<file path="config.mk">
export PLATFORM = sky130hd
export DESIGN_NAME = divsqrt_top
export DESIGN_NICKNAME = d
export VERILOG_FILES = /design/src/divsqrt_pkg.sv /design/src/divsqrt_intf.sv /design/src/divsqrt_pipe_reg.sv /design/src/divsqrt_ctrl.sv /design/src/divsqrt_iter_unit.sv /design/src/divsqrt_top.sv
export SDC_FILE = /design/constraint.sdc
export NUM_CORES = 1
export LEC_CHECK = 0
export ABC_AREA = 1
export BUFFER_PORTS_ARGS = -buffer_cell sky130_fd_sc_hd__buf_2
export CORE_MARGIN = 2
export CORE_UTILIZATION = 55
export CTS_BUF_LIST = sky130_fd_sc_hd__clkbuf_2 sky130_fd_sc_hd__clkbuf_4 sky130_fd_sc_hd__clkbuf_8
export CTS_CLUSTER_DIAMETER = 200
export DETAILED_ROUTE_END_ITERATION = 6
export PLACE_DENSITY = 0.72
export SYNTH_ARGS = -nofsm -noshare
export SYNTH_HDL_FRONTEND = slang
export SYNTH_SLANG_ARGS = --single-unit
export TNS_END_PERCENT = 5
</file>
<file path="constraint.sdc">
create_clock -name clk_i -period 7.2 [get_ports clk_i]
set_clock_uncertainty 0.15 [all_clocks]
set_input_delay 0.36 -clock clk_i [delete_from_list [all_inputs] [get_ports clk_i]]
set_output_delay 0.36 -clock clk_i [all_outputs]
set_load 0.02 [all_outputs]
</file>
<file path="src/divsqrt_pkg.sv">
// unsigned operands only; one fixed width for divide and square root, no signed mode
package divsqrt_pkg;

  // --------------------------------------------------
  // widths
  // --------------------------------------------------
  // divide operand, quotient and root
  localparam int unsigned DATA_W = 32;
  // radicand, also the full operand word
  localparam int unsigned RAD_W = 2 * DATA_W;
  // opaque tag, carried past the unit
  localparam int unsigned TAG_W = 4;
  // one quotient bit or one root bit per step
  localparam int unsigned NUM_ITER = DATA_W;

  // --------------------------------------------------
  // opcode
  // --------------------------------------------------
  typedef enum logic {
    OP_DIV  = 1'b0,
    OP_SQRT = 1'b1
  } divsqrt_op_e;

  // --------------------------------------------------
  // operand word
  // --------------------------------------------------
  // dividend on top, divisor below
  typedef struct packed {
    logic [DATA_W-1:0] dividend;
    logic [DATA_W-1:0] divisor;
  } div_operands_t;

  // same 64 bits, read per opcode
  typedef union packed {
    div_operands_t     div;
    logic [RAD_W-1:0]  radicand;
  } operand_u;

  // --------------------------------------------------
  // payloads
  // --------------------------------------------------
  // 69 bits on the request side
  typedef struct packed {
    divsqrt_op_e      op;
    operand_u         operands;
    logic [TAG_W-1:0] tag;
  } req_payload_t;

  // 37 bits on the response side
  typedef struct packed {
    logic [DATA_W-1:0] result;
    logic              dz;
    logic [TAG_W-1:0]  tag;
  } rsp_payload_t;

endpackage

</file>
<file path="src/divsqrt_intf.sv">
// valid never waits on ready; a transfer is valid and ready high on the same rising edge

// --------------------------------------------------
// request bundle
// --------------------------------------------------
interface divsqrt_req_if;
  import divsqrt_pkg::*;

  logic             valid;
  logic             ready;
  divsqrt_op_e      op;
  operand_u         operands;
  logic [TAG_W-1:0] tag;

  // sender side, owns valid and payload
  modport producer (
    output valid,
    output op,
    output operands,
    output tag,
    input  ready
  );

  // receiver side, owns ready only
  modport consumer (
    input  valid,
    input  op,
    input  operands,
    input  tag,
    output ready
  );

endinterface

// --------------------------------------------------
// response bundle
// --------------------------------------------------
interface divsqrt_rsp_if;
  import divsqrt_pkg::*;

  logic              valid;
  logic              ready;
  logic [DATA_W-1:0] result;
  logic              dz;
  logic [TAG_W-1:0]  tag;

  modport producer (
    output valid,
    output result,
    output dz,
    output tag,
    input  ready
  );

  modport consumer (
    input  valid,
    input  result,
    input  dz,
    input  tag,
    output ready
  );

endinterface

</file>
<file path="src/divsqrt_pipe_reg.sv">
// single-entry stage; flush drops the held item, an item offered during flush is also lost
module divsqrt_pipe_reg #(
  parameter type payload_t = logic
) (
  input  logic     clk_i,
  input  logic     rst_n_i,
  input  logic     flush_i,
  // upstream side
  input  logic     valid_i,
  output logic     ready_o,
  input  payload_t data_i,
  // downstream side
  output logic     valid_o,
  input  logic     ready_i,
  output payload_t data_o
);

  logic     valid_q;
  payload_t data_q;

  // take a new item when empty or when the current one leaves
  assign ready_o = ready_i | ~valid_q;

  // --------------------------------------------------
  // valid flag
  // --------------------------------------------------
  always_ff @(posedge clk_i or negedge rst_n_i) begin
    if (!rst_n_i) begin
      valid_q <= 1'b0;
    end else if (flush_i) begin
      // sync clear, drops whatever sits here
      valid_q <= 1'b0;
    end else if (ready_o) begin
      valid_q <= valid_i;
    end
  end

  // payload only moves with a real item
  always_ff @(posedge clk_i) begin
    if (valid_i && ready_o) begin
      data_q <= data_i;
    end
  end

  assign valid_o = valid_q;
  assign data_o  = data_q;

  // stalled item stays put until taken
  a_hold_under_stall : assert property (
    @(posedge clk_i) disable iff (!rst_n_i)
    valid_o && !ready_i && !flush_i |=> valid_o && $stable(data_o)
  );

endmodule

</file>
<file path="src/divsqrt_ctrl.sv">
// one operation at a time; the unit carries no tag, so the tag is kept here per operation
module divsqrt_ctrl (
  input  logic                           clk_i,
  input  logic                           rst_n_i,
  input  logic                           flush_i,
  // from the input stage
  divsqrt_req_if.consumer                req_in,
  // to the unit
  divsqrt_req_if.producer                req_out,
  // done pulse from the unit
  input  logic                           done_i,
  input  logic [divsqrt_pkg::DATA_W-1:0] unit_result_i,
  input  logic                           unit_dz_i,
  // to the output stage
  divsqrt_rsp_if.producer                rsp,
  output logic                           busy_o
);
  import divsqrt_pkg::*;

  typedef enum logic [1:0] {
    ST_IDLE,
    ST_BUSY,
    ST_HOLD
  } state_e;

  state_e            state_q;
  state_e            state_d;
  // room for a new operation this cycle
  logic              issue_ok;
  logic              start;
  logic              hold_en;
  logic              data_is_held;
  logic [TAG_W-1:0]  tag_q;
  logic [DATA_W-1:0] held_result_q;
  logic              held_dz_q;

  // --------------------------------------------------
  // issue side
  // --------------------------------------------------
  // new work only once the old result is gone
  always_comb begin
    unique case (state_q)
      ST_IDLE: issue_ok = 1'b1;
      ST_BUSY: issue_ok = done_i & rsp.ready;
      ST_HOLD: issue_ok = rsp.ready;
      default: issue_ok = 1'b0;
    endcase
  end

  assign req_out.valid    = req_in.valid & issue_ok & ~flush_i;
  assign req_out.op       = req_in.op;
  assign req_out.operands = req_in.operands;
  assign req_out.tag      = req_in.tag;
  // pop the input stage only when the unit takes it
  assign req_in.ready     = req_out.ready & issue_ok;

  assign start = req_out.valid & req_out.ready;

  // --------------------------------------------------
  // FSM
  // --------------------------------------------------
  always_comb begin
    state_d = state_q;
    hold_en = 1'b0;
    unique case (state_q)
      ST_IDLE: begin
        if (start) begin
          state_d = ST_BUSY;
        end
      end
      ST_BUSY: begin
        if (done_i) begin
          if (rsp.ready) begin
            // back to back when the next one is waiting
            state_d = start ? ST_BUSY : ST_IDLE;
          end else begin
            hold_en = 1'b1;
            state_d = ST_HOLD;
          end
        end
      end
      ST_HOLD: begin
        if (rsp.ready) begin
          state_d = start ? ST_BUSY : ST_IDLE;
        end
      end
      default: state_d = ST_IDLE;
    endcase
    // flush wins over everything
    if (flush_i) begin
      state_d = ST_IDLE;
      hold_en = 1'b0;
    end
  end

  always_ff @(posedge clk_i or negedge rst_n_i) begin
    if (!rst_n_i) begin
      state_q <= ST_IDLE;
    end else begin
      state_q <= state_d;
    end
  end

  // tag rides alongside the running operation
  always_ff @(posedge clk_i) begin
    if (start) begin
      tag_q <= req_in.tag;
    end
  end

  // hold register, filled when downstream stalls in the done cycle
  always_ff @(posedge clk_i) begin
    if (hold_en) begin
      held_result_q <= unit_result_i;
      held_dz_q     <= unit_dz_i;
    end
  end

  // --------------------------------------------------
  // output select
  // --------------------------------------------------
  assign data_is_held = (state_q == ST_HOLD);

  assign rsp.valid  = ((state_q == ST_BUSY) & done_i | data_is_held) & ~flush_i;
  // held data first
  assign rsp.result = data_is_held ? held_result_q : unit_result_i;
  assign rsp.dz     = data_is_held ? held_dz_q : unit_dz_i;
  assign rsp.tag    = tag_q;

  assign busy_o = (state_q != ST_IDLE);

  // a done pulse must belong to an operation this FSM started
  a_no_done_when_idle : assert property (
    @(posedge clk_i) disable iff (!rst_n_i)
    done_i |-> state_q != ST_IDLE
  );

endmodule

</file>
<file path="src/divsqrt_iter_unit.sv">
// radix-2, fixed NUM_ITER steps; divide by zero runs the full length and returns all ones
module divsqrt_iter_unit (
  input  logic                           clk_i,
  input  logic                           rst_n_i,
  input  logic                           flush_i,
  // start port, ready means idle
  divsqrt_req_if.consumer                req,
  // one-cycle done with result
  output logic                           done_o,
  output logic [divsqrt_pkg::DATA_W-1:0] result_o,
  output logic                           dz_o
);
  import divsqrt_pkg::*;

  logic                             start;
  logic                             step;
  logic                             running_q;
  logic                             done_q;
  logic [$clog2(NUM_ITER+1)-1:0]    cnt_q;
  divsqrt_op_e                      op_q;
  logic                             dz_q;
  // source bits, consumed from the top
  logic [RAD_W-1:0]                 rad_q;
  logic [DATA_W-1:0]                dvs_q;
  // partial remainder, 33 bits cover 2 * root
  logic [DATA_W:0]                  rem_q;
  // quotient or root, built lsb first
  logic [DATA_W-1:0]                res_q;
  logic [DATA_W+2:0]                part;
  logic [DATA_W+2:0]                trial;
  logic [DATA_W+3:0]                diff;
  logic                             take;
  logic [DATA_W+2:0]                rem_next;

  assign req.ready = ~running_q;
  assign start     = req.valid & req.ready;
  assign step      = running_q & (cnt_q != '0);

  // --------------------------------------------------
  // sequencing
  // --------------------------------------------------
  always_ff @(posedge clk_i or negedge rst_n_i) begin
    if (!rst_n_i) begin
      running_q <= 1'b0;
      done_q    <= 1'b0;
      cnt_q     <= '0;
    end else if (flush_i) begin
      // abort, nothing reported
      running_q <= 1'b0;
      done_q    <= 1'b0;
      cnt_q     <= '0;
    end else begin
      done_q <= 1'b0;
      if (start) begin
        running_q <= 1'b1;
        cnt_q     <= ($clog2(NUM_ITER+1))'(NUM_ITER);
      end else if (running_q) begin
        if (cnt_q == '0) begin
          // last step went in one cycle ago
          running_q <= 1'b0;
          done_q    <= 1'b1;
        end else begin
          cnt_q <= cnt_q - 1'b1;
        end
      end
    end
  end

  // --------------------------------------------------
  // one recurrence step
  // --------------------------------------------------
  always_comb begin
    if (op_q == OP_DIV) begin
      // shift in one dividend bit, try the divisor
      part  = {2'b00, rem_q[DATA_W-1:0], rad_q[RAD_W-1]};
      trial = {3'b000, dvs_q};
    end else begin
      // two radicand bits down, try 4*root + 1
      part  = {rem_q, rad_q[RAD_W-1 -: 2]};
      trial = {1'b0, res_q, 2'b01};
    end
    diff     = {1'b0, part} - {1'b0, trial};
    // no borrow, subtraction holds
    take     = ~diff[DATA_W+3];
    rem_next = take ? diff[DATA_W+2:0] : part;
  end

  // datapath registers
  always_ff @(posedge clk_i) begin
    if (start) begin
      op_q  <= req.op;
      dvs_q <= req.operands.div.divisor;
      // zero divisor flagged up front
      dz_q  <= (req.op == OP_DIV) && (req.operands.div.divisor == '0);
      rem_q <= '0;
      res_q <= '0;
      if (req.op == OP_DIV) begin
        rad_q <= {req.operands.div.dividend, {DATA_W{1'b0}}};
      end else begin
        rad_q <= req.operands.radicand;
      end
    end else if (step) begin
      rem_q <= rem_next[DATA_W:0];
      res_q <= {res_q[DATA_W-2:0], take};
      if (op_q == OP_DIV) begin
        rad_q <= {rad_q[RAD_W-2:0], 1'b0};
      end else begin
        rad_q <= {rad_q[RAD_W-3:0], 2'b00};
      end
    end
  end

  assign done_o   = done_q;
  assign result_o = res_q;
  assign dz_o     = dz_q;

  // closed for the whole run, then done in the cycle ready comes back
  a_run_length : assert property (
    @(posedge clk_i) disable iff (!rst_n_i || flush_i)
    start |=> !req.ready [*(NUM_ITER+1)] ##1 done_o
  );

  a_done_single : assert property (
    @(posedge clk_i) disable iff (!rst_n_i)
    done_o |=> !done_o
  );

endmodule

</file>
<file path="src/divsqrt_top.sv">
// one operation in the unit at a time; up to three items in flight counting both stages
module divsqrt_top (
  input  logic                           clk_i,
  input  logic                           rst_n_i,
  input  logic                           flush_i,
  // request side
  input  logic                           in_valid_i,
  output logic                           in_ready_o,
  input  divsqrt_pkg::divsqrt_op_e       op_i,
  input  divsqrt_pkg::operand_u          operands_i,
  input  logic [divsqrt_pkg::TAG_W-1:0]  tag_i,
  // response side
  output logic                           out_valid_o,
  input  logic                           out_ready_i,
  output logic [divsqrt_pkg::DATA_W-1:0] result_o,
  output logic                           dz_o,
  output logic [divsqrt_pkg::TAG_W-1:0]  tag_o,
  // anything in flight
  output logic                           busy_o
);
  import divsqrt_pkg::*;

  req_payload_t      in_payload;
  req_payload_t      in_stage_data;
  rsp_payload_t      rsp_payload;
  rsp_payload_t      out_payload;
  logic              ctrl_busy;
  logic              unit_done;
  logic [DATA_W-1:0] unit_result;
  logic              unit_dz;

  divsqrt_req_if req_in_if ();
  divsqrt_req_if req_unit_if ();
  divsqrt_rsp_if rsp_if ();

  // --------------------------------------------------
  // input stage
  // --------------------------------------------------
  assign in_payload.op       = op_i;
  assign in_payload.operands = operands_i;
  assign in_payload.tag      = tag_i;

  divsqrt_pipe_reg #(
    .payload_t (req_payload_t)
  ) u_in_stage (
    .clk_i   (clk_i),
    .rst_n_i (rst_n_i),
    .flush_i (flush_i),
    .valid_i (in_valid_i),
    .ready_o (in_ready_o),
    .data_i  (in_payload),
    .valid_o (req_in_if.valid),
    .ready_i (req_in_if.ready),
    .data_o  (in_stage_data)
  );

  // unpack onto the bundle
  assign req_in_if.op       = in_stage_data.op;
  assign req_in_if.operands = in_stage_data.operands;
  assign req_in_if.tag      = in_stage_data.tag;

  // --------------------------------------------------
  // controller and unit
  // --------------------------------------------------
  divsqrt_ctrl u_ctrl (
    .clk_i         (clk_i),
    .rst_n_i       (rst_n_i),
    .flush_i       (flush_i),
    .req_in        (req_in_if.consumer),
    .req_out       (req_unit_if.producer),
    .done_i        (unit_done),
    .unit_result_i (unit_result),
    .unit_dz_i     (unit_dz),
    .rsp           (rsp_if.producer),
    .busy_o        (ctrl_busy)
  );

  divsqrt_iter_unit u_unit (
    .clk_i    (clk_i),
    .rst_n_i  (rst_n_i),
    .flush_i  (flush_i),
    .req      (req_unit_if.consumer),
    .done_o   (unit_done),
    .result_o (unit_result),
    .dz_o     (unit_dz)
  );

  // --------------------------------------------------
  // output stage
  // --------------------------------------------------
  assign rsp_payload.result = rsp_if.result;
  assign rsp_payload.dz     = rsp_if.dz;
  assign rsp_payload.tag    = rsp_if.tag;

  divsqrt_pipe_reg #(
    .payload_t (rsp_payload_t)
  ) u_out_stage (
    .clk_i   (clk_i),
    .rst_n_i (rst_n_i),
    .flush_i (flush_i),
    .valid_i (rsp_if.valid),
    .ready_o (rsp_if.ready),
    .data_i  (rsp_payload),
    .valid_o (out_valid_o),
    .ready_i (out_ready_i),
    .data_o  (out_payload)
  );

  assign result_o = out_payload.result;
  assign dz_o     = out_payload.dz;
  assign tag_o    = out_payload.tag;

  // either stage holding an item, or the controller mid-operation
  assign busy_o = req_in_if.valid | ctrl_busy | out_valid_o;

endmodule

</file>
=== Word-level counts from Yosys, hierarchy flattened ===
Index checks and enable logic that the tools add are counted.

* Add/sub/neg operators: 2
* Equal/unequal tests: 6
* Muxes and demuxes: 37
* Bitwise operators: 19
* Reduce and logical (&&, ||, !) cells: 14

{| class="wikitable"
|+ Operators by type and width
! kind !! number
|-
| $mux W64 || 3
|-
| $mux W32 || 2
|-
| $sub A35 B34 Y36 || 1
|-
| $mux W35 || 1
|-
| $mux W34 || 1
|-
| $mux W33 || 1
|-
| $logic_not A32 Y1 || 1
|-
| $mux W6 || 4
|-
| $mux W1 || 18
|-
| $mux W2 || 5
|-
| $ne A3 B2 Y1 const B || 3
|-
| $and A1 B1 Y1 || 8
|-
| $reduce_bool A2 Y1 || 4
|-
| $logic_not A6 Y1 || 1
|-
| $not A1 Y1 || 6
|-
| $pmux W2 S3 || 1
|-
| $reduce_bool A6 Y1 || 1
|-
| $sub A6 B1 Y6 const B || 1
|-
| $or A1 B1 Y1 || 5
|-
| $logic_and A1 B1 Y1 || 3
|-
| $ne A3 B3 Y1 const B || 1
|-
| $pmux W1 S3 || 1
|-
| $reduce_and A3 Y1 || 1
|-
| $reduce_bool A3 Y1 || 1
|-
| other kinds (4) || 4
|}

* Flip-flop bits (word level): 318
* Bits of input ports: 74
* Output and inout port bits: 40
* Logic and storage cells: 99

=== Logic depth before layout (Yosys ltp) ===
* Depth after elaboration: 12
* Mapped depth: 21
* Mapped depth without buffers: 19

=== By module ===
Synthesis repeated with hierarchy kept, for this count alone.

* Cell total of the unflattened synthesis: 1,831
* Area total of the unflattened synthesis: 16,205.5 um^2

{| class="wikitable"
|+ Modules (own cells, without submodules)
! module !! instances !! cells each !! area an instance (um^2) !! seq. area each (um^2)
|-
| divsqrt_iter_unit || 1 || 1,462 || 10,610.2 || 4,444.3
|-
| divsqrt_ctrl || 1 || 244 || 2,288.4 || 1,161.1
|-
| divsqrt_pipe_reg (u_in_stage) || 1 || 77 || 2,128.3 || 2,097.0
|-
| divsqrt_pipe_reg (u_out_stage) || 1 || 45 || 1,167.4 || 1,136.1
|-
| divsqrt_top || 1 || 3 || 11.3 || 0.0
|}

=== Least setup slack after synthesis ===
OpenSTA, ideal clock, no wires.

* Path kind: reg2reg
* Start: register u_out_stage.valid_q (netlist: u_out_stage.valid_o)
* End: register u_in_stage.data_q (netlist bit u_in_stage.data_o[0]), enable pin
* Setup time: 496 ps
* Data arrival time: 3,624 ps
* Required time: 6,554 ps
* Setup slack: 2,929 ps
* Stages on the path, launching flop included: 6
* Buffers on the path: 0
* Period minus slack after synthesis: 4,271 ps
* Path through: dfrtp_1 > inv_1 > nor2_1 > nand2_1 > a21oi_1 > nor2_1

* Word-level cells in the longest chain between the ends: 7

{| class="wikitable"
|+ Ends and longest elaborated chain
! element !! line !! text
|-
| start, declared || divsqrt_pipe_reg.sv:18 || <nowiki>logic valid_q;</nowiki>
|-
| start signal, assigned || divsqrt_pipe_reg.sv:34 || <nowiki>valid_q <= valid_i;</nowiki>
|-
| $not A1 Y1 * || divsqrt_pipe_reg.sv:22 || <nowiki>assign ready_o = ready_i | ~valid_q;</nowiki>
|-
| $or A1 B1 Y1 * || divsqrt_pipe_reg.sv:22 ||
|-
| $and A1 B1 Y1 || divsqrt_ctrl.sv:44 || <nowiki>ST_BUSY: issue_ok = done_i & rsp.ready;</nowiki>
|-
| $pmux W1 S3 * || divsqrt_ctrl.sv:42 || <nowiki>unique case (state_q)</nowiki>
|-
| $and A1 B1 Y1 * || divsqrt_ctrl.sv:55 || <nowiki>assign req_in.ready = req_out.ready & issue_ok;</nowiki>
|-
| $or A1 B1 Y1 * || divsqrt_pipe_reg.sv:22 ||
|-
| $logic_and A1 B1 Y1 * || divsqrt_pipe_reg.sv:40 || <nowiki>if (valid_i && ready_o) begin</nowiki>
|-
| end signal, assigned || divsqrt_pipe_reg.sv:41 || <nowiki>data_q <= data_i;</nowiki>
|-
| end, declared || divsqrt_pipe_reg.sv:19 || <nowiki>payload_t data_q;</nowiki>
|}

Mark *: on every way between the ends. The rest lies on a longest branch, timed or not.
A chain may end at the register's enable or synchronous reset.

=== Worst setup path after layout ===
* Start: register u_unit.op_q
* End: register u_unit.rem_q[21]

* Word-level cells in the longest chain between the ends: 3
* Elaborated cells between the ends (all ways): 4
* Those cells by class: 1 x add/sub; 3 x mux

{| class="wikitable"
|+ Ends and longest elaborated chain
! element !! line !! text
|-
| start, declared || divsqrt_iter_unit.sv:20 || <nowiki>divsqrt_op_e op_q;</nowiki>
|-
| start signal, assigned || divsqrt_iter_unit.sv:91 || <nowiki>op_q <= req.op;</nowiki>
|-
| $mux W35 or $mux W34 (tied branches) || divsqrt_iter_unit.sv:73 || <nowiki>if (op_q == OP_DIV) begin</nowiki>
|-
| $sub A35 B34 Y36 || divsqrt_iter_unit.sv:82 || <nowiki>diff = {1'b0, part} - {1'b0, trial};</nowiki>
|-
| $mux W33 * || divsqrt_iter_unit.sv:85 || <nowiki>rem_next = take ? diff[DATA_W+2:0] : part;</nowiki>
|-
| end signal, assigned || divsqrt_iter_unit.sv:103 || <nowiki>rem_q <= rem_next[DATA_W:0];</nowiki>
|-
| end, declared || divsqrt_iter_unit.sv:26 || <nowiki>logic [DATA_W:0] rem_q;</nowiki>
|}

Marks and branches as above.

==> flow_summary.json <==
{
  "status": "finished, final reports clean",
  "slowest_stage": "buf_4",
  "max_freq_mhz": 222,
  "place.gp.congestion": 0.981,
  "start_util_pct": 55.7,
  "die_h_um": 172,
  "clk_latency_ps": 590,
  "areaGrowthSynthToFinish_pct": 17.5,
  "diodes": 0,
  "fin_util_pct": 65.5,
  "fin_area_mm2": 0.0181,
  "grt_overflow": 0,
  "die-area_mm2": 0.0294,
  "syn_inst": 1716,
  "fin_nets": 2003,
  "die_x_um": 172,
  "htreeDepth": 2,
  "yosysSeqAreaShare_pct": 57.2,
  "cp.required_ps": 7480,
  "worstPathCellList": "buf_4 > buf_4 > o21ai_0 > ha_1 > nand2_2 > inv_2 > a21oi_2 > nand2_1 > nand2_1 > nand3_2 > nand2_4 > nand2_8 > nand2_2 > nor2_1 > nor2_1 > nor2_1",
  "crit_type": "reg2reg",
  "synth-main-ff-cell": "edfxtp_1",
  "drt_iter0_markers": 1247,
  "arrival_ps": 4790,
  "synth.distinct_cells": 46,
  "cts_buffer_depth": 3,
  "cts_sinks": 318,
  "cts-root-buf": "clkbuf_8",
  "avgRoutedWirePerCell_um": 17.5,
  "avgSynthCellArea_um2": 9.00,
  "core_area_mm2": 0.0277,
  "hold_viol": 0,
  "drive_gt1_share_pct": 13.1,
  "dp_hpwl_um": 26600,
  "antenna_found_initial": 0,
  "crit_family": "buffers and inverters",
  "cts_buffers": 52,
  "grt_pass1_vias": 11874,
  "critPathBufInv": 3,
  "rsz0062_at_grt": "no",
  "cts_tree": "done",
  "synth_nets": 1827,
  "fin_crit_ps": 4510,
  "grt.total_usage_pct": 27.8,
  "drc": 0,
  "maxCapViolations": 0,
  "hold_path.class": "in2async",
  "viasPerCell": 5.46,
  "cts_resized": 0,
  "holdWs_ps": 34.0,
  "cp_common_cell": "nor2_1",
  "dr.pass1.iters": 5,
  "wl_um": 40300,
  "detail-route-antenna-nets": 0,
  "ys_async_sr_fraction_pct": 3.77,
  "grt_max_degree": 91,
  "ys_warn_count": 0,
  "ioPinCount": 114,
  "critical_path.max_fanout": 84,
  "vdd_drop_max_v": 0.000175,
  "vias": 12614,
  "rows": 61,
  "cts.reportedPaths.clkPinSlew_ps": 70,
  "min_period_over_period_pct": 62.6,
  "cp-end-kind": "flop",
  "synth-edff-count": 241,
  "power_density_mw_per_mm2": 315,
  "slowest_delay_ps": 790,
  "drv_slew": 0,
  "tightest_slew_ps": 1120,
  "syn-cell-area_mm2": 0.0154,
  "grt_pass1_wl_um": 63300,
  "max_slew_margin_pct": 25.2,
  "setup_violations": 0,
  "port_buffers": 113,
  "ys_seq_elements": 318,
  "startpoint_type": "flop",
  "postPlaceCellArea_mm2": 0.0163,
  "p_leak_nw": 7.73,
  "fin_tns_setup_ps": 0
}
[routing by layer]
layer | part of all wire (%) | up-vias | global-route usage (%)
met1 | 44 | 5883 | 38.6
met4 | 2.5 | 0 | 8.81
met3 | 6.6 | 85 | 3.75
li1 | - | 6150 | -
met5 | 0 | - | 0
met2 | 47 | 496 | 45.4
[kinds of logic after synthesis]
family / synth area share (%)
adders and majority gates: 3.05
buffers and inverters: 6.88
xor gates and xnor gates: 0.681
and+or+nand+nor: 22.6
AOI/OAI and AO/OA: 9.46
DFF: 57.2
muxes: 0.138
[worst paths after layout]
kind | cells after the start | slack (ps) | startpoint | to
max | 16 | 2690 | u_unit.op_q | u_unit.rem_q[21]
min | 2 | 30 | rst_n_i | u_out_stage.valid_o
max reg2reg | 16 | 2690 | u_unit.op_q | u_unit.rem_q[21]
min reg2reg | 0 | 270 | u_ctrl.rsp.tag[0] | u_out_stage.data_o[0]
max in group asynchronous | 2 | 6640 | rst_n_i | u_unit.cnt_q[0]
min in group clk_i | 0 | 270 | u_ctrl.rsp.tag[0] | u_out_stage.data_o[0]
[what timing repair did]
action                                 4_1_cts  5_1_grt
hold buffers                                73        0
setup buffers                                0        0
setup endpoints to repair                    0        0
endpoints found under the hold margin       85        0
[worst reg2reg max path: stages (launching register included)]
cell and delay (ps):
edfxtp_1 360, buf_4 630, buf_4 800, o21ai_0 330, ha_1 410, nand2_2 140, inv_2 40, a21oi_2 200
nand2_1 70, nand2_1 90, nand3_2 110, nand2_4 280, nand2_8 270, nand2_2 260, nor2_1 60, nor2_1 100
nor2_1 50
[cells in the mapped netlist (2+ instances only)]
cell,count,share of area [%]
nand4_1,32,1.3
nand3_1,108,3.5
nand2_1,462,11
dfrtp_1,12,1.9
clkbuf_1,48,1.2
or2_2,4,0.16
nor2_1,178,4.3
o31ai_1,28,1.4
inv_1,187,4.5
buf_2,18,0.58
inv_2,9,0.22
o22ai_1,31,1.3
ha_1,36,2.9
edfxtp_1,241,47
nor3_1,7,0.23
a31oi_1,33,1.3
nand3_2,10,0.65
o21ai_0,113,3.7
xor2_1,12,0.68
buf_1,5,0.12
nand3b_1,2,0.097
o21bai_1,6,0.29
a21oi_1,29,0.94
nor4_1,9,0.36
o32ai_1,2,0.11
nand2_2,3,0.12
o21ai_1,6,0.19
dfxtp_1,65,8.4
nor2_2,3,0.12
[flip-flops by register name (all words and copies together) (netlist names)]
name	count
u_in_stage.valid_o	1
u_ctrl.state_q	2
u_unit.op_q	1
u_unit.done_o	1
u_ctrl.rsp.tag	4
u_unit.dvs_q	32
u_unit.rem_q	33
u_unit.running_q	1
u_ctrl.held_dz_q	1
u_unit.dz_o	1
u_unit.cnt_q	6
u_ctrl.held_result_q	32
u_unit.rad_q	64
u_out_stage.data_o	37
u_in_stage.data_o	69
u_unit.result_o	32
u_out_stage.valid_o	1
[cells in the final DEF (no fill, tap or decap), types with 7 or more instances in the layout]
cell type	netlist	layout
a21oi_1	29	29
a31oi_1	33	33
buf_2	18	113
buf_4	1	10
clkbuf_4	0	14
clkbuf_8	0	59
clkinv_1	1	7
dfrtp_1	12	12
dfxtp_1	65	65
dlygate4sd3_1	0	73
edfxtp_1	241	241
ha_1	36	36
inv_1	187	186
inv_2	9	10
nand2_1	462	462
nand3_1	108	108
nand3_2	10	10
nand4_1	32	32
nor2_1	178	174
nor3_1	7	7
nor4_1	9	9
o21ai_0	113	113
o22ai_1	31	31
o31ai_1	28	28
xor2_1	12	12
[report_power, final]
group          switching (W)  internal [W]
registers           0.000101       0.00216
clock network       0.000734      0.000973
logic                0.00121      0.000537
total                0.00204       0.00367
[metrics by stage]
| stage | power, W | setup slack, ps | instances |
|---|---|---|---|
| final | 0.00571 | 2690 | 2310 |
| after floorplan | 0.00355 | 2930 | 1716 |
| after global placement | 0.00396 | 2840 | 2143 |
| after global routing | 0.00604 | 2260 | 2310 |
| after detailed placement | 0.00396 | 2720 | 2143 |
| after CTS | 0.00569 | 2710 | 2310 |
[layout make-up]
| class | instances | area, µm² |
|---|---|---|
| Multi-Input combinational cell | 1127 | 5570 |
| Fill cell | 2238 | 9570 |
| Timing Repair Buffer | 196 | 1370 |
| Clock buffer | 73 | 917 |
| Tap cell | 378 | 473 |
| Clock inverter | 21 | 226 |
| Sequential cell | 318 | 8840 |
| Inverter | 197 | 741 |
(Power assumes the default switching activity.)
